File: config.mk
export PLATFORM = sky130hd
export DESIGN_NAME = fetch_window
export DESIGN_NICKNAME = d
export VERILOG_FILES = /design/src/mem_pkg.sv /design/src/fetch_window.sv
export SDC_FILE = /design/constraint.sdc
export NUM_CORES = 1
export LEC_CHECK = 0
export ABC_AREA = 0
export BUFFER_PORTS_ARGS = -buffer_cell sky130_fd_sc_hd__buf_4
export CORE_ASPECT_RATIO = 1.5
export CORE_UTILIZATION = 40
export CTS_CLUSTER_DIAMETER = 120
export CTS_CLUSTER_SIZE = 20
export DETAILED_ROUTE_END_ITERATION = 16
export HOLD_SLACK_MARGIN = 0.03
export PLACE_DENSITY_LB_ADDON = 0.25
export SYNTH_ARGS = -nofsm -noshare
export SYNTH_HDL_FRONTEND = slang
export SYNTH_SLANG_ARGS = --single-unit
export TNS_END_PERCENT = 5
File: constraint.sdc
create_clock -name clk -period 11.2 [get_ports clk]
set_input_delay 0.56 -clock clk [delete_from_list [all_inputs] [get_ports clk]]
set_output_delay 0.56 -clock clk [all_outputs]
set_load 0.02 [all_outputs]
File: src/mem_pkg.sv
// Shared types for the CPU memory subsystem.
// Import into any module that speaks the word-RAM or APB bus.
package mem_pkg;

    localparam int ADDR_W = 24; // Byte address space.
    localparam int WORD_W = 16; // RAM word width.

    typedef logic [ADDR_W-1:0] addr_t;
    typedef logic [WORD_W-1:0] word_t;

    typedef enum logic {
        op_read,
        op_write
    } mem_op_e;

    // Request from a peer to the word RAM. Bit 0 of addr is ignored.
    typedef struct packed {
        logic       valid;
        mem_op_e    op;
        addr_t      addr;
        word_t      wdata;
        logic [1:0] wstrb; // Bit 0 enables the low byte.
    } mem_req_t;

    typedef struct packed {
        logic  gnt;
        word_t rdata;      // Valid in the granted cycle of a read.
    } mem_rsp_t;

    typedef struct packed {
        logic       psel;
        logic       penable;
        logic       pwrite;
        addr_t      paddr;
        word_t      pwdata;
        logic [1:0] pstrb;
    } apb_req_t;

    typedef struct packed {
        logic  pready;
        word_t prdata;
    } apb_rsp_t;

    typedef enum logic [1:0] {
        apb_idle,
        apb_wait_gnt,
        apb_done
    } apb_state_e;

endpackage

File: src/fetch_window.sv
// Four-byte prefetch window for the CPU core.
// Follows pc, or idx_addr while ldram_en is high, and refills from the word RAM.
`timescale 1ns/1ps

module fetch_window import mem_pkg::*; (
    input  logic        clk,
    input  logic        rst,
    input  logic        ldram_en,
    input  addr_t       idx_addr,
    input  addr_t       pc,
    output mem_req_t    mem_req,
    input  mem_rsp_t    mem_rsp,
    output logic [31:0] fetch_data,
    output logic        fetch_rdy
);

    addr_t           base;      // Address of byte 0 in the window.
    logic [3:0][7:0] win;       // Cached bytes, byte 0 lowest.
    logic [3:0]      vld;       // Byte holds good data.
    logic [3:0]      pend;      // Byte still has to be read.
    addr_t           sel_addr;
    addr_t           step;
    logic [1:0]      shift_n;   // Byte offset of a forward step or 0 for a reload.
    logic [3:0]      keep;
    logic            do_move;
    logic [3:0]      fill_hit;
    logic [3:0][7:0] fill_byte;

    // Index of the lowest byte that still waits for data.
    function automatic logic [1:0] first_pend(input logic [3:0] m);
        logic [1:0] idx;
        idx = 2'd3;
        for (int k = 3; k >= 0; k--) begin
            if (m[k]) idx = 2'(k);
        end
        return idx;
    endfunction

    assign sel_addr   = ldram_en ? idx_addr : pc;
    assign fetch_rdy  = (&vld) && (base == sel_addr);
    assign fetch_data = win;        // Little endian with the lowest byte at sel_addr.

    // New window only once the current fill is over.
    assign do_move = (pend == 4'b0000) && !fetch_rdy;
    assign step    = sel_addr - base;

    always_comb begin
        shift_n = 2'd0;
        if ((&vld) && step >= addr_t'(1) && step <= addr_t'(3)) begin
            shift_n = step[1:0];    // Overlap with the old window.
        end
        keep = (shift_n == 2'd0) ? 4'b0000 : (4'b1111 >> shift_n);
    end

    // One word read per grant aimed at the lowest pending byte.
    always_comb begin
        mem_req       = '0;
        mem_req.valid = |pend;
        mem_req.op    = op_read;
        mem_req.addr  = base + ADDR_W'(first_pend(pend));
    end

    // Every pending byte that lives in the returned word is taken.
    always_comb begin
        addr_t a;
        for (int j = 0; j < 4; j++) begin
            a            = base + ADDR_W'(j);
            fill_byte[j] = a[0] ? mem_rsp.rdata[15:8] : mem_rsp.rdata[7:0];
            fill_hit[j]  = pend[j] && mem_rsp.gnt &&
                           (a[ADDR_W-1:1] == mem_req.addr[ADDR_W-1:1]);
        end
    end

    always_ff @(posedge clk or posedge rst) begin
        if (rst) begin
            base <= '0;
            vld  <= 4'b0000;
            pend <= 4'b0000;
        end else if (do_move) begin
            base <= sel_addr;
            vld  <= keep;
            pend <= ~keep;          // Missing bytes only.
        end else if (|fill_hit) begin
            vld  <= vld | fill_hit;
            pend <= pend & ~fill_hit;
        end
    end

    // Byte storage slides down on a move and fills per grant.
    always_ff @(posedge clk) begin
        if (do_move) begin
            win <= win >> {shift_n, 3'b000}; // Slide kept bytes down.
        end else begin
            for (int j = 0; j < 4; j++) begin
                if (fill_hit[j]) win[j] <= fill_byte[j];
            end
        end
    end

    // A waiting request must not move before the arbiter takes it.
    a_req_stable: assert property (
        @(posedge clk) disable iff (rst)
        mem_req.valid && !mem_rsp.gnt |=> $stable(mem_req.addr)
    ) else $error("fetch request address changed while waiting for grant");

endmodule

==> metrics list <==
- Result of the run: completed
* Required time of the critical path: 11.14 ns
- Actual transition at the worst max-transition pin: ~1.1 ns
- MaxCap Viol Count: 0
- Width of the die: 103 microns
- Fraction of the mapped netlist area in adder cells: ~7.5%
* Reg-to-reg endpoint: fetch_data[14]$_DFFE_PP_
- The floorplan step set the die height to between 150 and 200 microns.
- Vias in the first global route: 5618
* Cell count of the worst reg-to-reg path: 13
- Worst slew margin relative to its limit: 24.9%
- GRT Resource Usage Total: approximately 24%
- Max Root-Sink Buffers: 2
* Worst vdd rail ir drop: between 0.1 and 0.15 mV
- Final antenna diode count: 0
- The share of synthesized area in the top cell type comes to ~16%.
- RSZ-0062 raised after global routing: no
- After detailed routing, the wire length on met1 is just under 7 mm.
- Multi-input logic area: ~3900 sq um
- Routed Wire Length: 18.9 mm
- Ratio of routed vias to standard cells: ~5.7
- The die covers 15700 sq um.
* Starting DRT DRC Count: between 200 and 300
- Last weighted congestion value of the routability-driven placer: approximately 0.94
- Final number of hold-violating endpoints: 0
- Counting the fill cells in the layout gives between 1000 and 1500.
* Async SR Flop Fraction: 50.0%
- The clock drives between 60 and 70 sinks.
- Dominant combinational cell family by area after synthesis: compound AO/OA/AOI/OAI gates
- Once detail routing completed, the nets flagged for antenna violations numbered 0.
* Post-synthesis share of cell area spent on xor and xnor gates: roughly 5.9%
- P_leak: 3.08 nW
- The final-report max-slew violation count is 0.
- Complex-gate fraction of the synthesized area: 21.0%
- Number of CTS-inserted buffers: 9
* Critical-path maximum fanout: 24
- Dominant cells by area after synthesis: edfxtp_1, dfrtp_1, ha_1, mux2_2, nand2_1
- Clock latency on the worst-skew pair: around 0.34 ns
- Area share of and/or/nand/nor cells after synthesis: about 19%
- At the end of the flow the core is filled with cells to approximately 50%.
- Number of nets in the finished design: around 930
- The first detailed-routing pass ran for 5 iterations.
- In this run the cell area of the synthesized design comes to roughly 6000 sq um.
- Share of the clock period used by the worst path after layout: 48.6%
* Ratio of cells with drive above 1 in the final layout: 24.5%
- The routed design uses a little over 10 mm of met2 wire.
- The number of hold buffers added after CTS was 0.
* Accumulated negative setup slack: 0 ns
- In the detailed route, the total length drawn on met3 is between 700 and 800 microns.
* Level count of the clock H-tree: 3
* Congestion Overflow GR: 0
* Critical path endpoint category: register
* Most repeated cell in the gate-level netlist after synthesis: nand2_1
* RR Startpoint: base[0]$_DFFE_PP0P_
- TritonCTS built the clock tree.
- Post-CTS setup buffer count: 0
* Startpoint types: input pin
* Maximum clock frequency: around 0.18 GHz
- Setup violations remaining at the end of the flow were counted as 0.
* Number of synthesized flops with an enable pin: 32
- Library cell used as clock root buffer: clkbuf_16
- Syn Inst Count: approximately 720
* Maximum number of pins on one net before global-route repair: a little under 90
* Critical path arrival: 5.38 ns
- The initial antenna violation count was 0.
- Layout overhead on the synthesized area: 21.3%
- Min Tclk post-route: 5.44 ns
- Most common library cells after synthesis: nand2_1, o21ai_0, a21oi_1
- The worst register-to-register path has a setup slack of approximately 6.2 ns.
* Buffers added on ports: around 130
* Multiplexer share of the synthesized area: under 10%
* Number of synthesis warnings: 0
- Remaining DRCs: 0
- The core region is ~15000 sq um.
- Classification of the worst setup path: input pin to register
- Summing the sequential cell areas from Yosys gives 29.0% of the chip area.
- Largest area contributor in the synthesized netlist: edfxtp_1
- Pin placement for this block handled ~150 I/O pins.
- On the final layout, the worst clock skew is 0.0123 ns.
- After clock tree synthesis, the clock-pin slew on the worst setup and hold paths is ~0.060 ns.
- Routed via count: between 5000 and 6000
* Sequential cell area in the final layout: ~1800 sq um
* Half-perimeter wire length after detailed placement: about 15 mm
* Flip-flop and latch count after synthesis: 64
* Post-synth top flop: edfxtp_1
- Row generation in the floorplan step produced 54 rows.
* PwrDens: approximately 320 nW/um^2
- Count of cell types in the netlist: between 70 and 80
* Average size of a mapped cell: 8.41 sq um
* First-pass GRT wire length: around 29 mm
- For this configuration, the core starts out at a cell density of roughly two fifths.
* Routed length per placed instance: between 15 and 20 microns
* Max Used Layer: met4
- Number of gates resized after cts: 0
- Worst hold path class: input pin to async pin
==> layer usage <==
layer,up-vias,track usage (%)
met1,2742,24.8
met3,53,2.65
met2,209,45.7
met5,-,0
li1,2792,-
met4,0,14.8
==> cell type report <==
cell class                 count  share of cell area (%)
inverter                      41                    2.09
timing repair buffer         131                    13.4
sequential                    64                    23.9
multi-input combinational    576                    53.1
clock inverter                 6                    1.14
tap                          196                    3.33
clock buffer                  10                    3.11
==> sequential cells by signal, summed over array words and instances (netlist names) <==
signal,count
base,24
fetch_data,32
pend,4
vld,4
==> critical path: stages <==
cell	delay (ns)
buf_4	0.34
mux2_2	0.42
ha_1	0.42
a21oi_1	0.29
nand2_1	0.10
o21ai_0	0.40
nor3b_1	0.46
o22ai_1	0.14
nor4b_1	0.27
nand3_1	0.20
nor4_1	0.54
inv_1	0.13
ha_1	0.23
o21ai_0	0.87
==> through the flow <==
step | area (sq um) | setup slack, ns | instances | power (mW) | hold slack (ns)
2_1_floorplan | 6140 | 6.00 | 740 | 1.58 | 0.449
3_3_place_gp | 7050 | 5.56 | 1008 | 2.05 | 0.459
3_5_place_dp | 7050 | 5.46 | 1008 | 2.05 | 0.470
4_1_cts | 7360 | 5.80 | 1024 | 2.35 | 0.342
5_1_grt | 7360 | 5.32 | 1024 | 2.52 | 0.361
6_report | 7360 | 5.76 | 1024 | 2.35 | 0.318
==> cell families after synthesis <==
kind of cell               count (synthesis)
AOI/OAI and AO/OA                        191
xor gates and xnor gates                  41
adders and majority gates                 35
buffers and inverters                    100
DFF                                       64
muxes                                     53
other                                      1
and+or+nand+nor                          237
==> worst max path at each step <==
stage / start / to / slack (ns) / cells past startpoint
4_1_cts: ldram_en / fetch_data[14]$_DFFE_PP_ / 5.80 / 14
5_1_grt: ldram_en / fetch_data[14]$_DFFE_PP_ / 5.32 / 14
3_3_place_gp: ldram_en / fetch_data[15]$_DFFE_PP_ / 5.56 / 14
3_5_place_dp: ldram_en / fetch_data[14]$_DFFE_PP_ / 5.46 / 14
2_1_floorplan: ldram_en / fetch_data[0]$_DFFE_PP_ / 6.00 / 15
6_report: ldram_en / fetch_data[14]$_DFFE_PP_ / 5.76 / 14
==> report_power, final <==
part           total (mW)  switching (mW)  internal (mW)
Clock               0.300           0.106          0.194
Combinational        1.57           0.969          0.602
Sequential          0.479          0.0968          0.382
==> cells in the final DEF, fill, tap and decap left out, types with 19 or more instances in the layout <==
master | synthesis | final
inv_1 | 41 | 40
o21ai_0 | 49 | 49
mux2i_1 | 23 | 23
nand3_1 | 34 | 34
edfxtp_1 | 32 | 32
dfrtp_1 | 32 | 32
nand2_1 | 88 | 88
xnor2_1 | 34 | 34
mux2_2 | 30 | 30
ha_1 | 33 | 33
conb_1 | 1 | 19
buf_4 | 22 | 131
a21oi_1 | 44 | 44
nor2_1 | 41 | 40
Power figures use the tool's default switching activity.
