===== config.mk =====
export PLATFORM = sky130hd
export DESIGN_NAME = mem_arbiter
export DESIGN_NICKNAME = d
export VERILOG_FILES = /design/src/mem_pkg.sv /design/src/mem_arbiter.sv
export SDC_FILE = /design/constraint.sdc
export NUM_CORES = 1
export LEC_CHECK = 0
export BUFFER_PORTS_ARGS = -buffer_cell sky130_fd_sc_hd__buf_2
export CAP_MARGIN = 20
export CORE_AREA = 2 2 72 74
export CTS_BUF_LIST = sky130_fd_sc_hd__clkbuf_16
export DETAILED_ROUTE_END_ITERATION = 7
export DIE_AREA = 0 0 74 76
export PLACE_DENSITY_LB_ADDON = 0.15
export SLEW_MARGIN = 0
export SYNTH_ARGS = -nofsm -noshare
export SYNTH_HDL_FRONTEND = slang
export SYNTH_SLANG_ARGS = --single-unit

===== constraint.sdc =====
create_clock -name clk -period 3.91 [get_ports clk]
set_input_delay 0.391 -clock clk [delete_from_list [all_inputs] [get_ports clk]]
set_output_delay 0.391 -clock clk [all_outputs]
set_load 0.05 [all_outputs]

===== src/mem_pkg.sv =====
// Shared types for the CPU memory subsystem.
// Import into any module that speaks the word-RAM or APB bus.
package mem_pkg;

    localparam int ADDR_W = 24; // Byte address space.
    localparam int WORD_W = 16; // RAM word width.

    typedef logic [ADDR_W-1:0] addr_t;
    typedef logic [WORD_W-1:0] word_t;

    typedef enum logic {
        op_read,
        op_write
    } mem_op_e;

    // Request from a peer to the word RAM. Bit 0 of addr is ignored.
    typedef struct packed {
        logic       valid;
        mem_op_e    op;
        addr_t      addr;
        word_t      wdata;
        logic [1:0] wstrb; // Bit 0 enables the low byte.
    } mem_req_t;

    typedef struct packed {
        logic  gnt;
        word_t rdata;      // Valid in the granted cycle of a read.
    } mem_rsp_t;

    typedef struct packed {
        logic       psel;
        logic       penable;
        logic       pwrite;
        addr_t      paddr;
        word_t      pwdata;
        logic [1:0] pstrb;
    } apb_req_t;

    typedef struct packed {
        logic  pready;
        word_t prdata;
    } apb_rsp_t;

    typedef enum logic [1:0] {
        apb_idle,
        apb_wait_gnt,
        apb_done
    } apb_state_e;

endpackage


===== src/mem_arbiter.sv =====
// Round-robin arbiter between the fetch window (port 0) and the APB port (port 1).
// Grants combinationally and moves the pointer past each winner.
`timescale 1ns/1ps

module mem_arbiter import mem_pkg::*; (
    input  logic     clk,
    input  logic     rst,
    input  mem_req_t req0,
    input  mem_req_t req1,
    output mem_rsp_t rsp0,
    output mem_rsp_t rsp1,
    output mem_req_t ram_req,
    input  word_t    ram_rdata
);

    logic ptr;          // Preferred port when both ask.
    logic gnt0;
    logic gnt1;

    assign gnt0 = req0.valid && (!req1.valid || !ptr);
    assign gnt1 = req1.valid && (!req0.valid || ptr);

    always_comb begin
        ram_req       = gnt1 ? req1 : req0;
        ram_req.valid = gnt0 || gnt1;   // No write without a winner.
    end

    // Read data goes to both and only the winner sees gnt.
    assign rsp0.gnt   = gnt0;
    assign rsp0.rdata = ram_rdata;
    assign rsp1.gnt   = gnt1;
    assign rsp1.rdata = ram_rdata;

    always_ff @(posedge clk or posedge rst) begin
        if (rst) begin
            ptr <= 1'b0;
        end else if (gnt0) begin
            ptr <= 1'b1;
        end else if (gnt1) begin
            ptr <= 1'b0;
        end
    end

    a_one_gnt: assert property (
        @(posedge clk) disable iff (rst)
        !(rsp0.gnt && rsp1.gnt)
    ) else $error("both RAM peers granted in one cycle");

    // A losing fetch request wins on the next cycle.
    a_fetch_wait: assert property (
        @(posedge clk) disable iff (rst)
        req0.valid && !rsp0.gnt |=> !req0.valid || rsp0.gnt
    ) else $error("fetch request waited more than one cycle");

endmodule


==> results_dict.tcl, run 1 <==
set metrics [dict create \
    portBuffers 135 \
    largest_register_ffs 1 \
    regMostFlops "ptr" \
    antenna_found_initial 0 \
    fin_cells 258 \
    syn_area_per_cell_um2 9.44 \
    gp_congestion 0.746 \
    area_growth_pct 56.3 \
    slew_viol_final 0 \
    nets 296 \
    dr.pass1.iters 2 \
    hpwlAfterDp_um 2510 \
    synth_top_area_share_pct 53.0 \
    top_regs "ptr: 1 flops" \
    cp_cell_sequence "buf_2 -> inv_1 -> o21ai_4 -> buf_4 -> mux2_2 -> buf_2" \
    yosysUniqueCellTypes 10 \
    setup_violations 0 \
    yosys_warnings 0 \
    initial_utilization_pct 17.3 \
    synth_nets 196 \
    rsz0062_at_grt "false" \
    first_iter_violations 9 \
    grt_pass1_vias 879 \
    skew_ns 0 \
    placedCellCount 258 \
    cpPeakStageDelay_ns 0.47 \
    p_per_area_nw_per_um2 249 \
    reg2reg_from "ptr" \
    netlist_area_um2 850 \
    startpoint "req0[43]" \
    routedWlPerCell_um 11.3 \
    cp_top_family "buffers and inverters" \
    n_antenna_cell 0 \
    clk_pin_slew_ns 0 \
    worstSetupStartpointType "primary input" \
    core_um2 4910 \
    grtUsageMet3_pct 1.72 \
    clk-insertion-delay-late_ns 0 \
    ctsHoldBuffers 0 \
    synthTopCellsByArea "mux2_2, buf_4, mux2_1, dfrtp_1, buf_6" \
    fp.dieArea_um2 5620 \
    crit_fanout 44 \
    yosys_register_bits 1 \
    path_common_cell "buf_2" \
    ctsResizeCount 0 \
    path_buf_inv 4 \
    finalCriticalPeriod_ns 2.15 \
    p_leak_nw 0.747 \
    worstMarginPinSlew_ns 0.534 \
    num_io_pins 184 \
    drc 0 \
    worstPathArrival_ns 1.75 \
    drv_cap 0 \
    grt_max_degree 45 \
    place_area_um2 1330 \
    reg2reg_slack_ns 3.21 \
    yosysSeqAreaShare_pct 2.95 \
    crit_required_ns 3.52 \
    crit_path_end_kind "output port" \
    fillers 531 \
    r2r_end "ptr" \
    layout-drive-gt1-share_pct 94.7 \
    status "complete, no violations" \
    core.rowCount 26 \
    die_w_um 74 \
    worstRegToRegCells 2 \
    slowest_stage "buf_4" \
    p_total_uw 331 \
    synth_cells 90 \
    final.setup.tns_ns 0 \
    yosys.area.top_type "mux2_2" \
    post-route-period-util_pct 54.9 \
    max_freq_ghz 0.466 \
    relSlewSlack_pct 64.4 \
    grtUsageMet1_pct 9.45 \
    grt-busiest-layer "met2" \
    timing_hold_violations_final 0 \
    ir_drop_v 0.0000920 \
    grt_usage_pct 8.21 \
    ant_nets 0 \
    grt_pass1_wl_um 3880 \
    viasPerCell 3.72 \
    worstHoldPathType "primary input to async pin" \
    num_vias 960 \
    die_h_um 76 \
    cts_setup_buffers 0 \
    crit_type "primary input to output port" \
    grt_util_met2_pct 15.4 \
    final_cell_area_um2 1330 \
    grt_overflow_total 0 \
    postRouteWirelength_um 2900 \
]
## layout make-up
type	count	area, µm²	area share [%]
inverters	3	11.3	0.848
multi-input cells	48	520	39.2
flip-flops and latches	1	25.0	1.89
well taps	70	87.6	6.60
repair buffers	136	683	51.5
## worst reg2reg max path, cell delays in order, from the launching register on
cell,delay (ns)
dfrtp_1,0.41
nor2_1,0.12
a21oi_1,0.04
## power breakdown
part           internal, mW  switching [mW]  leakage (nW)
sequential           0.0121         0.00234        0.0113
clock                     0               0             0
combinational         0.104           0.213         0.736
## Yosys cell counts
| library cell | instances |
|---|---|
| dfrtp_1 | 1 |
| buf_4 | 36 |
| a21oi_1 | 2 |
| mux2_2 | 40 |
| or2_2 | 1 |
| inv_1 | 3 |
| o21ai_4 | 1 |
| nor2_1 | 1 |
| buf_6 | 2 |
| mux2_1 | 3 |
## layer usage
metal	up-vias	share of wire, %
li1	472	-
met1	394	41
met2	85	46
met3	9	12
met4	0	1.1
met5	-	0
## worst max-delay path by stage
stage | to | slack (ns) | depth (start not counted)
4_1_cts | ram_req[6] | 1.74 | 6
5_1_grt | ram_req[6] | 1.66 | 6
3_3_place_gp | ram_req[13] | 1.73 | 6
6_report | ram_req[31] | 1.76 | 6
2_1_floorplan | ram_req[5] | 2.15 | 3
3_5_place_dp | ram_req[6] | 1.74 | 6
## per-stage QoR
step / util [%] / setup WS, ns / hold WS, ns
after floorplan: - / 2.15 / 0.120
after global placement: 27.0 / 1.73 / 0.230
after detailed placement: 27.0 / 1.74 / 0.230
after CTS: 27.0 / 1.74 / 0.230
after global routing: 27.0 / 1.66 / 0.243
final: 27.0 / 1.76 / 0.227
## cell usage in the layout (no fill, tap or decap), drive strengths merged
| cell | instances |
|---|---|
| buf | 136 |
| mux2 | 43 |
| inv | 3 |
| a21oi | 2 |
| or2 | 1 |
| nor2 | 1 |
| o21ai | 1 |
| dfrtp | 1 |
## logic make-up after synthesis
logic type | count (synthesis) | share of synthesized area [%]
AOI/OAI and AO/OA | 3 | 3.09
buffers and inverters | 41 | 35.8
DFF | 1 | 2.95
muxes | 43 | 57.0
and+or+nand+nor | 2 | 1.18
(Power assumes the default switching activity.)
==> run 2: changes to the inputs <==
--- a/config.mk
+++ b/config.mk
@@ -7,10 +7,10 @@
 export LEC_CHECK = 0
 export BUFFER_PORTS_ARGS = -buffer_cell sky130_fd_sc_hd__buf_2
 export CAP_MARGIN = 20
-export CORE_AREA = 2 2 72 74
+export CORE_AREA = 2 2 70 72
 export CTS_BUF_LIST = sky130_fd_sc_hd__clkbuf_16
 export DETAILED_ROUTE_END_ITERATION = 7
-export DIE_AREA = 0 0 74 76
+export DIE_AREA = 0 0 72 74
 export PLACE_DENSITY_LB_ADDON = 0.15
 export SLEW_MARGIN = 0
 export SYNTH_ARGS = -nofsm -noshare
==> constraint.sdc (replaced) <==
create_clock -name clk -period 2 [get_ports clk]
set_input_delay 0.2 -clock clk [delete_from_list [all_inputs] [get_ports clk]]
set_output_delay 0.2 -clock clk [all_outputs]
set_load 0.05 [all_outputs]
==> run 2 against run 1 <==
- first-iteration DRC count fell by 22%
- sequential power is 100% higher
- combinational power up 98%
- register-to-register slack worse by 2.0 ns
- hold slack worse by 0.19 ns
- core utilization increased by 1.9 points
- cell count down 5.4%
- highest routed layer unchanged
- die area decreased by 5.3%
- total power rose by 98%
- sequential share of layout area about the same
- wire length rose by 3.1%
- global-route usage is 0.58 points higher
==> results_dict.tcl, run 2 (synthesis results as in run 1) <==
set metrics [dict create \
    status "complete, no violations" \
    finalCriticalPeriod_ns 1.64 \
    relSlewSlack_pct 82.7 \
    ctsResizeCount 0 \
    fp.dieArea_um2 5330 \
    grt_usage_pct 8.79 \
    layout-drive-gt1-share_pct 94.7 \
    placedCellCount 243 \
    layout_common_cells "buf_2, mux2_2, inv_1, mux2_1, a21oi_1" \
    slowest_stage "dfrtp_1" \
    path_buf_inv 2 \
    initial_utilization_pct 18.5 \
    crit_type "flip-flop to output port" \
    p_per_area_nw_per_um2 493 \
    ir_drop_v 0.000164 \
    layout_commonest_cell "buf_2" \
    final.setup.tns_ns 0 \
    p_leak_nw 0.757 \
    worst_slack_ns 0.364 \
    grt_max_degree 31 \
    p_sw_share_pct 64.3 \
    routedWlPerCell_um 12.3 \
    first_iter_violations 7 \
    grt_overflow_total 0 \
    timing_hold_violations_final 0 \
    core.rowCount 25 \
    drc 0 \
    clk_pin_slew_ns 0 \
    hpwlAfterDp_um 2670 \
    rsz0062_at_grt "false" \
    ctsHoldBuffers 0 \
    post-route-period-util_pct 81.8 \
    slew_viol_final 0 \
    num_vias 970 \
    worstMarginPinSlew_ns 0.261 \
    postRouteWirelength_um 2990 \
    worstHoldPathType "primary input to async pin" \
    die_w_um 72 \
    cpPeakStageDelay_ns 0.42 \
    grt_pass1_vias 850 \
    fin_cells 244 \
    max_freq_ghz 0.611 \
    gp_congestion 0.751 \
    ant_nets 0 \
    skew_ns 0 \
    setup_violations 0 \
    grt_pass1_wl_um 3860 \
    core_um2 4600 \
    clkPwrFrac_pct 0 \
    place_area_um2 1330 \
    cp_top_family "buffers and inverters" \
    crit_fanout 14 \
    top_regs "ptr: 1 flops" \
    timing.hold.ws_ns 0.0349 \
    dp_slack_ns 0.365 \
    worstPathArrival_ns 1.44 \
    largest_register_ffs 1 \
    drv_cap 0 \
    cts_setup_buffers 0 \
    p_comb_share_pct 95.6 \
    portBuffers 135 \
    regMostFlops "ptr" \
    final_cell_area_um2 1330 \
    die_h_um 74 \
    dr.pass1.iters 2 \
    power.internal_uw 234 \
    crit_path_end_kind "output port" \
    clk-insertion-delay-late_ns 0 \
    nets 297 \
    viasPerCell 3.98 \
    power.switching_uw 421 \
    crit_required_ns 1.80 \
    area_growth_pct 56.6 \
    antenna_found_initial 1 \
    worstSetupStartpointType "flip-flop" \
    cp_cell_sequence "o21ai_4 -> buf_4 -> mux2_2 -> buf_2" \
    seqPwrFrac_pct 4.4 \
    num_io_pins 184 \
]
run 2: cell count changes in the layout (fill, tap and decap cells not counted):
cell,delta
buf_12,+1
diode_2,+1
run 2: path summary, 6_finish.rpt:
path | from | depth (start not counted) | slack (ns) | to
max | ptr | 4 | 0.36 | ram_req[12]
min | rst | 2 | 0.03 | ptr
max reg2reg | ptr | 2 | 1.24 | ptr
min reg2reg | ptr | 1 | 0.57 | ptr
max in group asynchronous | rst | 2 | 1.87 | ptr
min in group clk | ram_rdata[9] | 0 | 0.40 | rsp0[9]
run 2: metrics by stage:
stage,util (%),total power [mW]
after detailed placement,28.9,0.659
after global placement,28.9,0.658
after global routing,28.9,0.687
after floorplan,-,0.672
after CTS,28.9,0.660
final,28.9,0.655
run 2: layout make-up:
| type | instances | area [µm²] |
|---|---|---|
| inverters | 3 | 11.3 |
| diodes | 1 | 2.50 |
| multi-input cells | 48 | 520 |
| fillers | 500 | 3270 |
| flip-flops and latches | 1 | 25.0 |
| repair buffers | 137 | 703 |
| well taps | 54 | 67.6 |
run 2: worst register-to-register path: stages, from the launching register on:
cell and delay [ns]:
dfrtp_1 0.42, nor2_1 0.15, a21oi_1 0.05
run 2: power by group through the flow:
stage	registers [mW]	logic [mW]	clock network [mW]
after floorplan	0.0276	0.644	0
after global placement	0.0278	0.630	0
after detailed placement	0.0285	0.630	0
after CTS	0.0283	0.632	0
after global routing	0.0291	0.657	0
final	0.0288	0.627	0.0000000668
run 2: routing by layer:
layer / up-vias / share of wire [%] / GRT usage, %
li1: 474 / - / -
met1: 400 / 37 / 9.99
met2: 81 / 45 / 16.2
met3: 15 / 16 / 2.30
met4: 0 / 2.3 / 2.73
met5: - / 0 / 0
