## config.mk

```make
export PLATFORM = sky130hd
export DESIGN_NAME = apb_mem_port
export DESIGN_NICKNAME = d
export VERILOG_FILES = /design/src/mem_pkg.sv /design/src/apb_mem_port.sv
export SDC_FILE = /design/constraint.sdc
export NUM_CORES = 1
export LEC_CHECK = 0
export BUFFER_PORTS_ARGS = -buffer_cell sky130_fd_sc_hd__buf_2
export CELL_PAD_IN_SITES_DETAIL_PLACEMENT = 0
export CELL_PAD_IN_SITES_GLOBAL_PLACEMENT = 1
export CORE_MARGIN = 5
export CORE_UTILIZATION = 21
export DETAILED_ROUTE_END_ITERATION = 8
export PLACE_DENSITY = 0.86
export SYNTH_ARGS = -nofsm -noshare
export SYNTH_HDL_FRONTEND = slang
export SYNTH_SLANG_ARGS = --single-unit
```

## constraint.sdc

```tcl
create_clock -name clk -period 2.6 [get_ports clk]
set_input_delay 0.39 -clock clk [delete_from_list [all_inputs] [get_ports clk]]
set_output_delay 0.39 -clock clk [all_outputs]
set_load 0.005 [all_outputs]
```

## src/mem_pkg.sv

```systemverilog
// Shared types for the CPU memory subsystem.
// Import into any module that speaks the word-RAM or APB bus.
package mem_pkg;

    localparam int ADDR_W = 24; // Byte address space.
    localparam int WORD_W = 16; // RAM word width.

    typedef logic [ADDR_W-1:0] addr_t;
    typedef logic [WORD_W-1:0] word_t;

    typedef enum logic {
        op_read,
        op_write
    } mem_op_e;

    // Request from a peer to the word RAM. Bit 0 of addr is ignored.
    typedef struct packed {
        logic       valid;
        mem_op_e    op;
        addr_t      addr;
        word_t      wdata;
        logic [1:0] wstrb; // Bit 0 enables the low byte.
    } mem_req_t;

    typedef struct packed {
        logic  gnt;
        word_t rdata;      // Valid in the granted cycle of a read.
    } mem_rsp_t;

    typedef struct packed {
        logic       psel;
        logic       penable;
        logic       pwrite;
        addr_t      paddr;
        word_t      pwdata;
        logic [1:0] pstrb;
    } apb_req_t;

    typedef struct packed {
        logic  pready;
        word_t prdata;
    } apb_rsp_t;

    typedef enum logic [1:0] {
        apb_idle,
        apb_wait_gnt,
        apb_done
    } apb_state_e;

endpackage

```

## src/apb_mem_port.sv

```systemverilog
// APB slave port for host access to the word RAM.
// Each access phase becomes one RAM request, pready follows the grant by a cycle.
`timescale 1ns/1ps

module apb_mem_port import mem_pkg::*; (
    input  logic     clk,
    input  logic     rst,
    input  apb_req_t apb_req,
    output apb_rsp_t apb_rsp,
    output mem_req_t mem_req,
    input  mem_rsp_t mem_rsp
);

    apb_state_e state;
    word_t      rdata_q;    // Read data held for the host.
    logic       access;

    assign access = apb_req.psel && apb_req.penable;

    // Request straight from the host signals, they are held until pready.
    always_comb begin
        mem_req.valid = access && (state != apb_done);
        mem_req.op    = apb_req.pwrite ? op_write : op_read;
        mem_req.addr  = apb_req.paddr;
        mem_req.wdata = apb_req.pwdata;
        mem_req.wstrb = apb_req.pstrb;
    end

    assign apb_rsp.pready = (state == apb_done);
    assign apb_rsp.prdata = rdata_q;

    always_ff @(posedge clk or posedge rst) begin
        if (rst) begin
            state <= apb_idle;
        end else begin
            case (state)
                apb_idle: begin
                    if (access) state <= mem_rsp.gnt ? apb_done : apb_wait_gnt;
                end
                apb_wait_gnt: begin
                    if (mem_rsp.gnt) state <= apb_done;  // Lost arbitration before.
                end
                default: state <= apb_idle;          // pready is up for one cycle.
            endcase
        end
    end

    always_ff @(posedge clk) begin
        if (mem_req.valid && mem_rsp.gnt) rdata_q <= mem_rsp.rdata;
    end

    a_penable_psel: assert property (
        @(posedge clk) disable iff (rst)
        apb_req.penable |-> apb_req.psel
    ) else $error("APB penable high without psel");

endmodule

```

==> results of run 1 <==
[cell type report]
| class | instances | area, um2 | share of cell area, % |
|---|---|---|---|
| Sequential cell | 18 | 531 | 58.4 |
| Timing Repair Buffer | 40 | 208 | 22.9 |
| Tap cell | 52 | 65.1 | 7.16 |
| Multi-Input combinational cell | 7 | 56.3 | 6.20 |
| Clock buffer | 3 | 41.3 | 4.55 |
| Clock inverter | 1 | 3.75 | 0.413 |
| Inverter | 1 | 3.75 | 0.413 |
[layer usage]
| layer | wire length [um] | track usage [%] |
|---|---|---|
| met3 | 451 | 5.69 |
| met2 | 766 | 8.90 |
| met1 | 572 | 5.73 |
| met4 | 169 | 8.19 |
| met5 | 0 | 0 |
[cell usage in the layout (no fill, tap or decap), drive strengths merged]
cell type and count:
inv 1, edfxtp 16, nor2 1, dlygate4sd3 1, clkinv 1, nor3b 2
dfrtp 2, clkbuf 3, buf 39, nor2b 1, nand2 1, nor3 1
a21oi 1
[cell families (layout without fill, tap and decap cells)]
group / count (synthesis) / in the layout / synth area share [%]
flip-flops: 18 / 18 / 58.1
AND/OR/NAND/NOR: 6 / 6 / 5.61
AO/OA/AOI/OAI: 1 / 1 / 0.547
buffers and inverters: 44 / 45 / 35.8
[power by group through the flow]
stage	clock (mW)	combinational [mW]	sequential [mW]
after global routing	0.208	0.0439	0.331
final	0.183	0.0392	0.330
after floorplan	0	0.0643	0.337
after global placement	0	0.0383	0.336
after detailed placement	0	0.0393	0.336
after CTS	0.192	0.0407	0.330
[worst max-delay path by stage]
stage               slack, ns     endpoint  cells after the start
finish                   1.22  mem_req[43]                      3
global route             1.16  mem_req[43]                      3
CTS                      1.21  mem_req[43]                      3
detailed placement       1.32  rdata_q[14]                      4
global placement         1.33   rdata_q[0]                      4
floorplan                0.97   rdata_q[0]                      2
[per-stage QoR]
step / setup WS (ns) / area (um2)
floorplan: 0.967 / 913
global placement: 1.33 / 853
detailed placement: 1.32 / 853
CTS: 1.21 / 908
global route: 1.16 / 908
finish: 1.22 / 908
[state kept, by name (all words and copies together), names as in the netlist]
signal,count
state,2
rdata_q,16
[critical path: stages, from the launching register on]
cell and delay (ns):
dfrtp_1 0.40, nor2b_4 0.15, nor2_1 0.09, buf_2 0.12
==> run metrics, run 1 <==
worst hold-check path type=in2reg; post-synthesis register bit count=18; fin nets=135; clk slew on worst S/H paths=0.06 ns; all-layer global routing usage=~6.8%; commonest cells in the netlist=buf_4 (43), edfxtp_1 (16), dfrtp_1 (2), nor3b_2 (2); Synth cell types=10; Post-CTS Repair Setup Buffers=0; final std cells w/o fill=around 120; Synth Instances=69; outcome=complete, no violations; CTS buffer count=3; Int Power=between 0.4 and 0.5 mW; top post-synthesis cells by area=edfxtp_1 (53%), buf_4 (35%), dfrtp_1 (5.5%); Max Slew Vio Count=0; Sw Pwr=between 0.09 and 0.1 mW; Final TNS setup=0 ns; Core Rows=24; hold buffers post-CTS=1; Placed Cells=about 120; number of global-route vias before repair=just over 500; core area=between 0.004 and 0.005 mm2; post-synthesis sequential area ratio=between 50% and 60%; Area Overhead vs Synth=-0.548%; switching portion of total power=~18%; syn nets=about 130; crit-path max FO=3; hold path cells=1; Critical Path Start=state[1]; # H-tree levels=1; Max Freq=723 MHz; DRC viols=0; Final min period=1.38 ns; Fin. Hold Viols=0; TritonRoute pass-1 iters=2; Critical Path Start Type=register; # fillers=464; logic gate share of total power=just over 7%; area leader, netlist=edfxtp_1; post-CTS sizing=0; die width=76.0 um; clock power share=between 30 and 40%; first-pass GRT wire length=~3000 um; most frequent cell after synthesis=buf_4; latest clock arrival within the worst-skew pair=around 0.24 ns; Most used DFF post-synth=edfxtp_1; LEAKAGE=0.381 nW; grt ovf=0; routed length per instance=about 16 um; Reg2Reg Depth=3; top cell type's share of synthesized area=a little over half; share of post-route cells with drive strength above 1=64.3%; Pwr Total=~0.55 mW; Clock Path Buffers=2; final worst path period share=roughly 53%; clock skew=0.00119 ns; gp weighted congestion=0.738; root buf cell=clkbuf_8; Synth Area per Inst=around 13 um2; DR iter-0 viols=10; Pwr per Cell Area=~610 mW/mm2; reg2reg start=state[1]; Initial Utilization=21.3%; Hold EP=rdata_q[3]; Mapped Area=913 um2; IO Pins=roughly 130; Ys Warns=0; Post-synth EDFFs=16; Worst Tran Pin Value=0.211 ns; Crit. End Element=output pin; port bufs=38; die area=0.00577 mm2; FF-to-FF End=rdata_q[11]; MaxCap Viol Count=0; Async S/R FF share, synth=about 11%; r2r setup slk=between 1 and 1.5 ns; Seq pwr share=between 50% and 60%; Hold WS=around 0.32 ns; initial antenna violation count=0; Setup CP Type=reg2out; Slew HR=85.9%; largest net degree at the start of global routing=17; Hold Crit Start=mem_rsp[3]; clock sinks=18; CP arrival=~0.99 ns; die span in y=~76 um; Req. time, crit path=about 2.2 ns; Util after Layout=between 20% and 30%; routed vias/inst=~3.8; ANT cells=0; Total Wirelength=approximately 2000 um; Final Setup Violations=0; unrepaired setup endpoints after global routing=false; Max VDD drop=around 120 uV; Final ANT Viol Nets=0; CTS tree=built; via count of the routed design=approximately 460
Power figures use the tool's default switching activity.
==> run 2, diff against run 1 <==
--- a/config.mk
+++ b/config.mk
@@ -5,13 +5,14 @@
 export SDC_FILE = /design/constraint.sdc
 export NUM_CORES = 1
 export LEC_CHECK = 0
+export ABC_AREA = 1
 export BUFFER_PORTS_ARGS = -buffer_cell sky130_fd_sc_hd__buf_2
 export CELL_PAD_IN_SITES_DETAIL_PLACEMENT = 0
 export CELL_PAD_IN_SITES_GLOBAL_PLACEMENT = 1
 export CORE_MARGIN = 5
-export CORE_UTILIZATION = 21
+export CORE_UTILIZATION = 18
 export DETAILED_ROUTE_END_ITERATION = 8
-export PLACE_DENSITY = 0.86
+export PLACE_DENSITY = 0.78
 export SYNTH_ARGS = -nofsm -noshare
 export SYNTH_HDL_FRONTEND = slang
 export SYNTH_SLANG_ARGS = --single-unit
==> constraint.sdc (replaced) <==
create_clock -name clk -period 1.21 [get_ports clk]
set_input_delay 0.1815 -clock clk [delete_from_list [all_inputs] [get_ports clk]]
set_output_delay 0.1815 -clock clk [all_outputs]
set_load 0.005 [all_outputs]
==> run 2 against run 1 <==
Against the previous run:
- total power grew 120%
- largest power group unchanged
- cell count rose by 23%
- flip-flop and latch count is the same
- setup slack worse by 1.2 ns
- worst hold slack got worse by 0.21 ns
- largest cell class unchanged
- first-iteration DRC count increased by 20%
- core utilization fell by 1.8 points
- combinational power grew to 2.6 times the previous value
- critical path depth rose by 2
- design area is 7.6% higher
==> run metrics, run 2 <==
outcome=complete, no violations (unchanged); clock skew=0.00323 ns (was 0.00119 ns); latest clock arrival within the worst-skew pair=0.25 ns (was 0.24 ns); Area Overhead vs Synth=5.26% (was -0.548%); die span in y=81.8 um (was 76.0 um); commonest non-fill, non-tap cell in the layout=buf_2 (unchanged); Async S/R FF share, synth=11.1% (unchanged); core area=0.00504 mm2 (was 0.00429 mm2); reg2reg start=state[1] (unchanged); LEAKAGE=0.433 nW (was 0.381 nW); Crit. End Element=output pin (unchanged); Critical Path Start=state[0] (was state[1]); Setup CP Type=reg2out (unchanged); root buf cell=clkbuf_8 (unchanged); Final min period=1.16 ns; commonest cells after routing, fill and taps aside=buf_2 (37), edfxtp_1 (16), inv_1 (5) (was buf_2 (38), edfxtp_1 (16), clkbuf_8 (3), nor3b_2 (2), dfrtp_1 (2)); routed length per instance=9.85 um (was 16.1 um); Final ANT Viol Nets=0 (unchanged); pre-CTS setup slack=0.108 ns (was 1.32 ns); Worst Tran Pin Value=0.119 ns (was 0.211 ns); final worst path period share=96.1%; all-layer global routing usage=4.08% (was 6.82%); grt ovf=0 (unchanged); Max Slew Vio Count=0 (unchanged); share of post-route cells with drive strength above 1=62.5% (was 64.3%); Total Wirelength=1480 um (was 1960 um); CTS buffer count=3 (unchanged); CP arrival=0.98 ns (was 0.99 ns); commonest cells in the netlist=buf_4 (43), edfxtp_1 (16), inv_1 (6), nand2_1 (3), nand2_2 (3) (was buf_4 (43), edfxtp_1 (16), dfrtp_1 (2), nor3b_2 (2)); DRC viols=0 (unchanged); r2r setup slk=0.10 ns (was 1.34 ns); Core Rows=26 (was 24); TritonRoute pass-1 iters=4 (was 2); Slew HR=92.1% (was 85.9%); clk slew on worst S/H paths=0.07 ns (was 0.06 ns); Post-synth EDFFs=16 (unchanged); Fin. Hold Viols=0 (unchanged); die area=0.00669 mm2 (was 0.00577 mm2); number of flip-flops under the largest register name=16 (unchanged); Synth cell types=10 (unchanged); Synth Instances=78 (was 69); Clock Path Buffers=2 (unchanged); # H-tree levels=1 (unchanged); Max Freq=~860 MHz; largest net degree at the start of global routing=17 (unchanged); Placed Cells=144 (was 117); final std cells w/o fill=150 (was 122); FF-to-FF End=rdata_q[3] (was rdata_q[11]); Ys Warns=0 (unchanged); most frequent cell after synthesis=buf_4 (unchanged); hold path cells=1 (unchanged); CTS tree=built (unchanged); first-pass GRT wire length=1990 um (was 3080 um); MaxCap Viol Count=0 (unchanged); area leader, netlist=edfxtp_1 (unchanged); post-synthesis register bit count=18 (unchanged); worst hold-check path type=in2reg (unchanged); Mapped Area=928 um2 (was 913 um2); die width=81.8 um (was 76.0 um); Pwr per Cell Area=1250 mW/mm2 (was 608 mW/mm2); port bufs=38 (unchanged); Hold EP=rdata_q[8] (was rdata_q[3]); post-layout worst setup margin=0.0468 ns (was 1.22 ns); number of global-route vias before repair=460 (was 507); top post-synthesis cells by area=edfxtp_1 (52%), buf_4 (35%), dfrtp_1 (5.4%) (was edfxtp_1 (53%), buf_4 (35%), dfrtp_1 (5.5%)); Reg2Reg Depth=4 (was 3); Pwr Total=1.22 mW (was 0.552 mW); biggest regs=rdata_q x16, state x2 (unchanged); initial antenna violation count=0 (unchanged); Synth Area per Inst=11.9 um2 (was 13.2 um2); Critical Path Start Type=register (unchanged); top cell type's share of synthesized area=51.8% (was 52.6%); routed vias/inst=3.03 (was 3.79); IO Pins=125 (unchanged); Largest Register=rdata_q (unchanged); clock sinks=18 (unchanged); ANT cells=0 (unchanged); Max VDD drop=320 uV (was 119 uV); unrepaired setup endpoints after global routing=true (was false); crit-path max FO=3 (unchanged); Final TNS setup=0 ns (unchanged); via count of the routed design=454 (was 462); syn nets=142 (was 133); Final Setup Violations=0 (unchanged); Most used DFF post-synth=edfxtp_1 (unchanged); post-synthesis sequential area ratio=57.1% (was 58.1%); gp weighted congestion=0.630 (was 0.738); Hold Crit Start=mem_rsp[8] (was mem_rsp[3]); Initial Utilization=18.4% (was 21.3%); DR iter-0 viols=12 (was 10); fin nets=145 (was 135); Req. time, crit path=1.03 ns (was 2.21 ns)
## run 2: cell types whose count changed in the layout (fill, tap and decap cells not counted), sizes merged
| cell | previous run | this run |
|---|---|---|
| nor3 | 1 | 0 |
| nor2b | 1 | 0 |
| buf | 39 | 40 |
| nor2 | 1 | 2 |
| inv | 1 | 8 |
| nor3b | 2 | 0 |
| nand2 | 1 | 6 |
## run 2: layer usage
metal / global-route usage [%] / up-vias / wire [um]
met4: 4.49 / 0 / 47
met2: 6.46 / 32 / 694
met1: 3.43 / 208 / 463
li1: - / 204 / -
met5: 0 / - / 0
met3: 2.19 / 10 / 272
## run 2: how the worst max path moves through the flow
| stage | slack (ns) | end | cells past startpoint |
|---|---|---|---|
| 6_report | 0.05 | mem_req[43] | 5 |
| 5_1_grt | -0.01 | mem_req[43] | 5 |
| 2_1_floorplan | 0.06 | rdata_q[0] | 3 |
| 3_3_place_gp | 0.13 | rdata_q[12] | 4 |
| 3_5_place_dp | 0.11 | rdata_q[12] | 4 |
| 4_1_cts | 0.004 | mem_req[43] | 5 |
## run 2: metrics by stage
| step | cell area (um2) | utilization, % | hold slack (ns) |
|---|---|---|---|
| 2_1_floorplan | 933 | - | -0.0773 |
| 3_3_place_gp | 908 | 18.0 | 0.0352 |
| 3_5_place_dp | 908 | 18.0 | 0.0372 |
| 4_1_cts | 963 | 19.1 | 0.0952 |
| 5_1_grt | 977 | 19.4 | 0.0933 |
| 6_report | 977 | 19.4 | 0.105 |
## run 2: what timing repair did
action	4_1_cts	5_1_grt
gates resized for setup	0	2
setup endpoints to repair	0	1
buffers inserted	0	1
hold buffers	1	0
endpoints found under the hold margin	2	0
## run 2: final cells by class
cell class | instances | area (um2)
fillers | 554 | 4070
repair buffers | 41 | 234
clock inverters | 1 | 3.75
multi-input cells | 9 | 50.0
well taps | 70 | 87.6
clock buffers | 3 | 41.3
flip-flops and latches | 18 | 531
inverters | 8 | 30.0
## run 2: report_power, final
| part | internal [mW] | leakage (nW) | total [mW] | switching [mW] |
|---|---|---|---|---|
| registers | 0.701 | 0.173 | 0.706 | 0.00555 |
| logic | 0.0553 | 0.237 | 0.101 | 0.0454 |
| clock network | 0.225 | 0.0231 | 0.413 | 0.188 |
## run 2: cell families (layout without fill, tap and decap cells)
| group | Yosys count | in the layout | share of synthesized area, % |
|---|---|---|---|
| AND/OR/NAND/NOR | 8 | 8 | 4.31 |
| AO/OA/AOI/OAI | 1 | 1 | 0.539 |
| buffers and inverters | 51 | 53 | 38.0 |
| flip-flops | 18 | 18 | 57.1 |
## run 2: critical path, stage by stage, from the launching register on
cell and delay [ns]:
dfrtp_1 0.37, inv_2 0.07, nand2_2 0.05, nand2_2 0.09
inv_2 0.05, buf_6 0.11
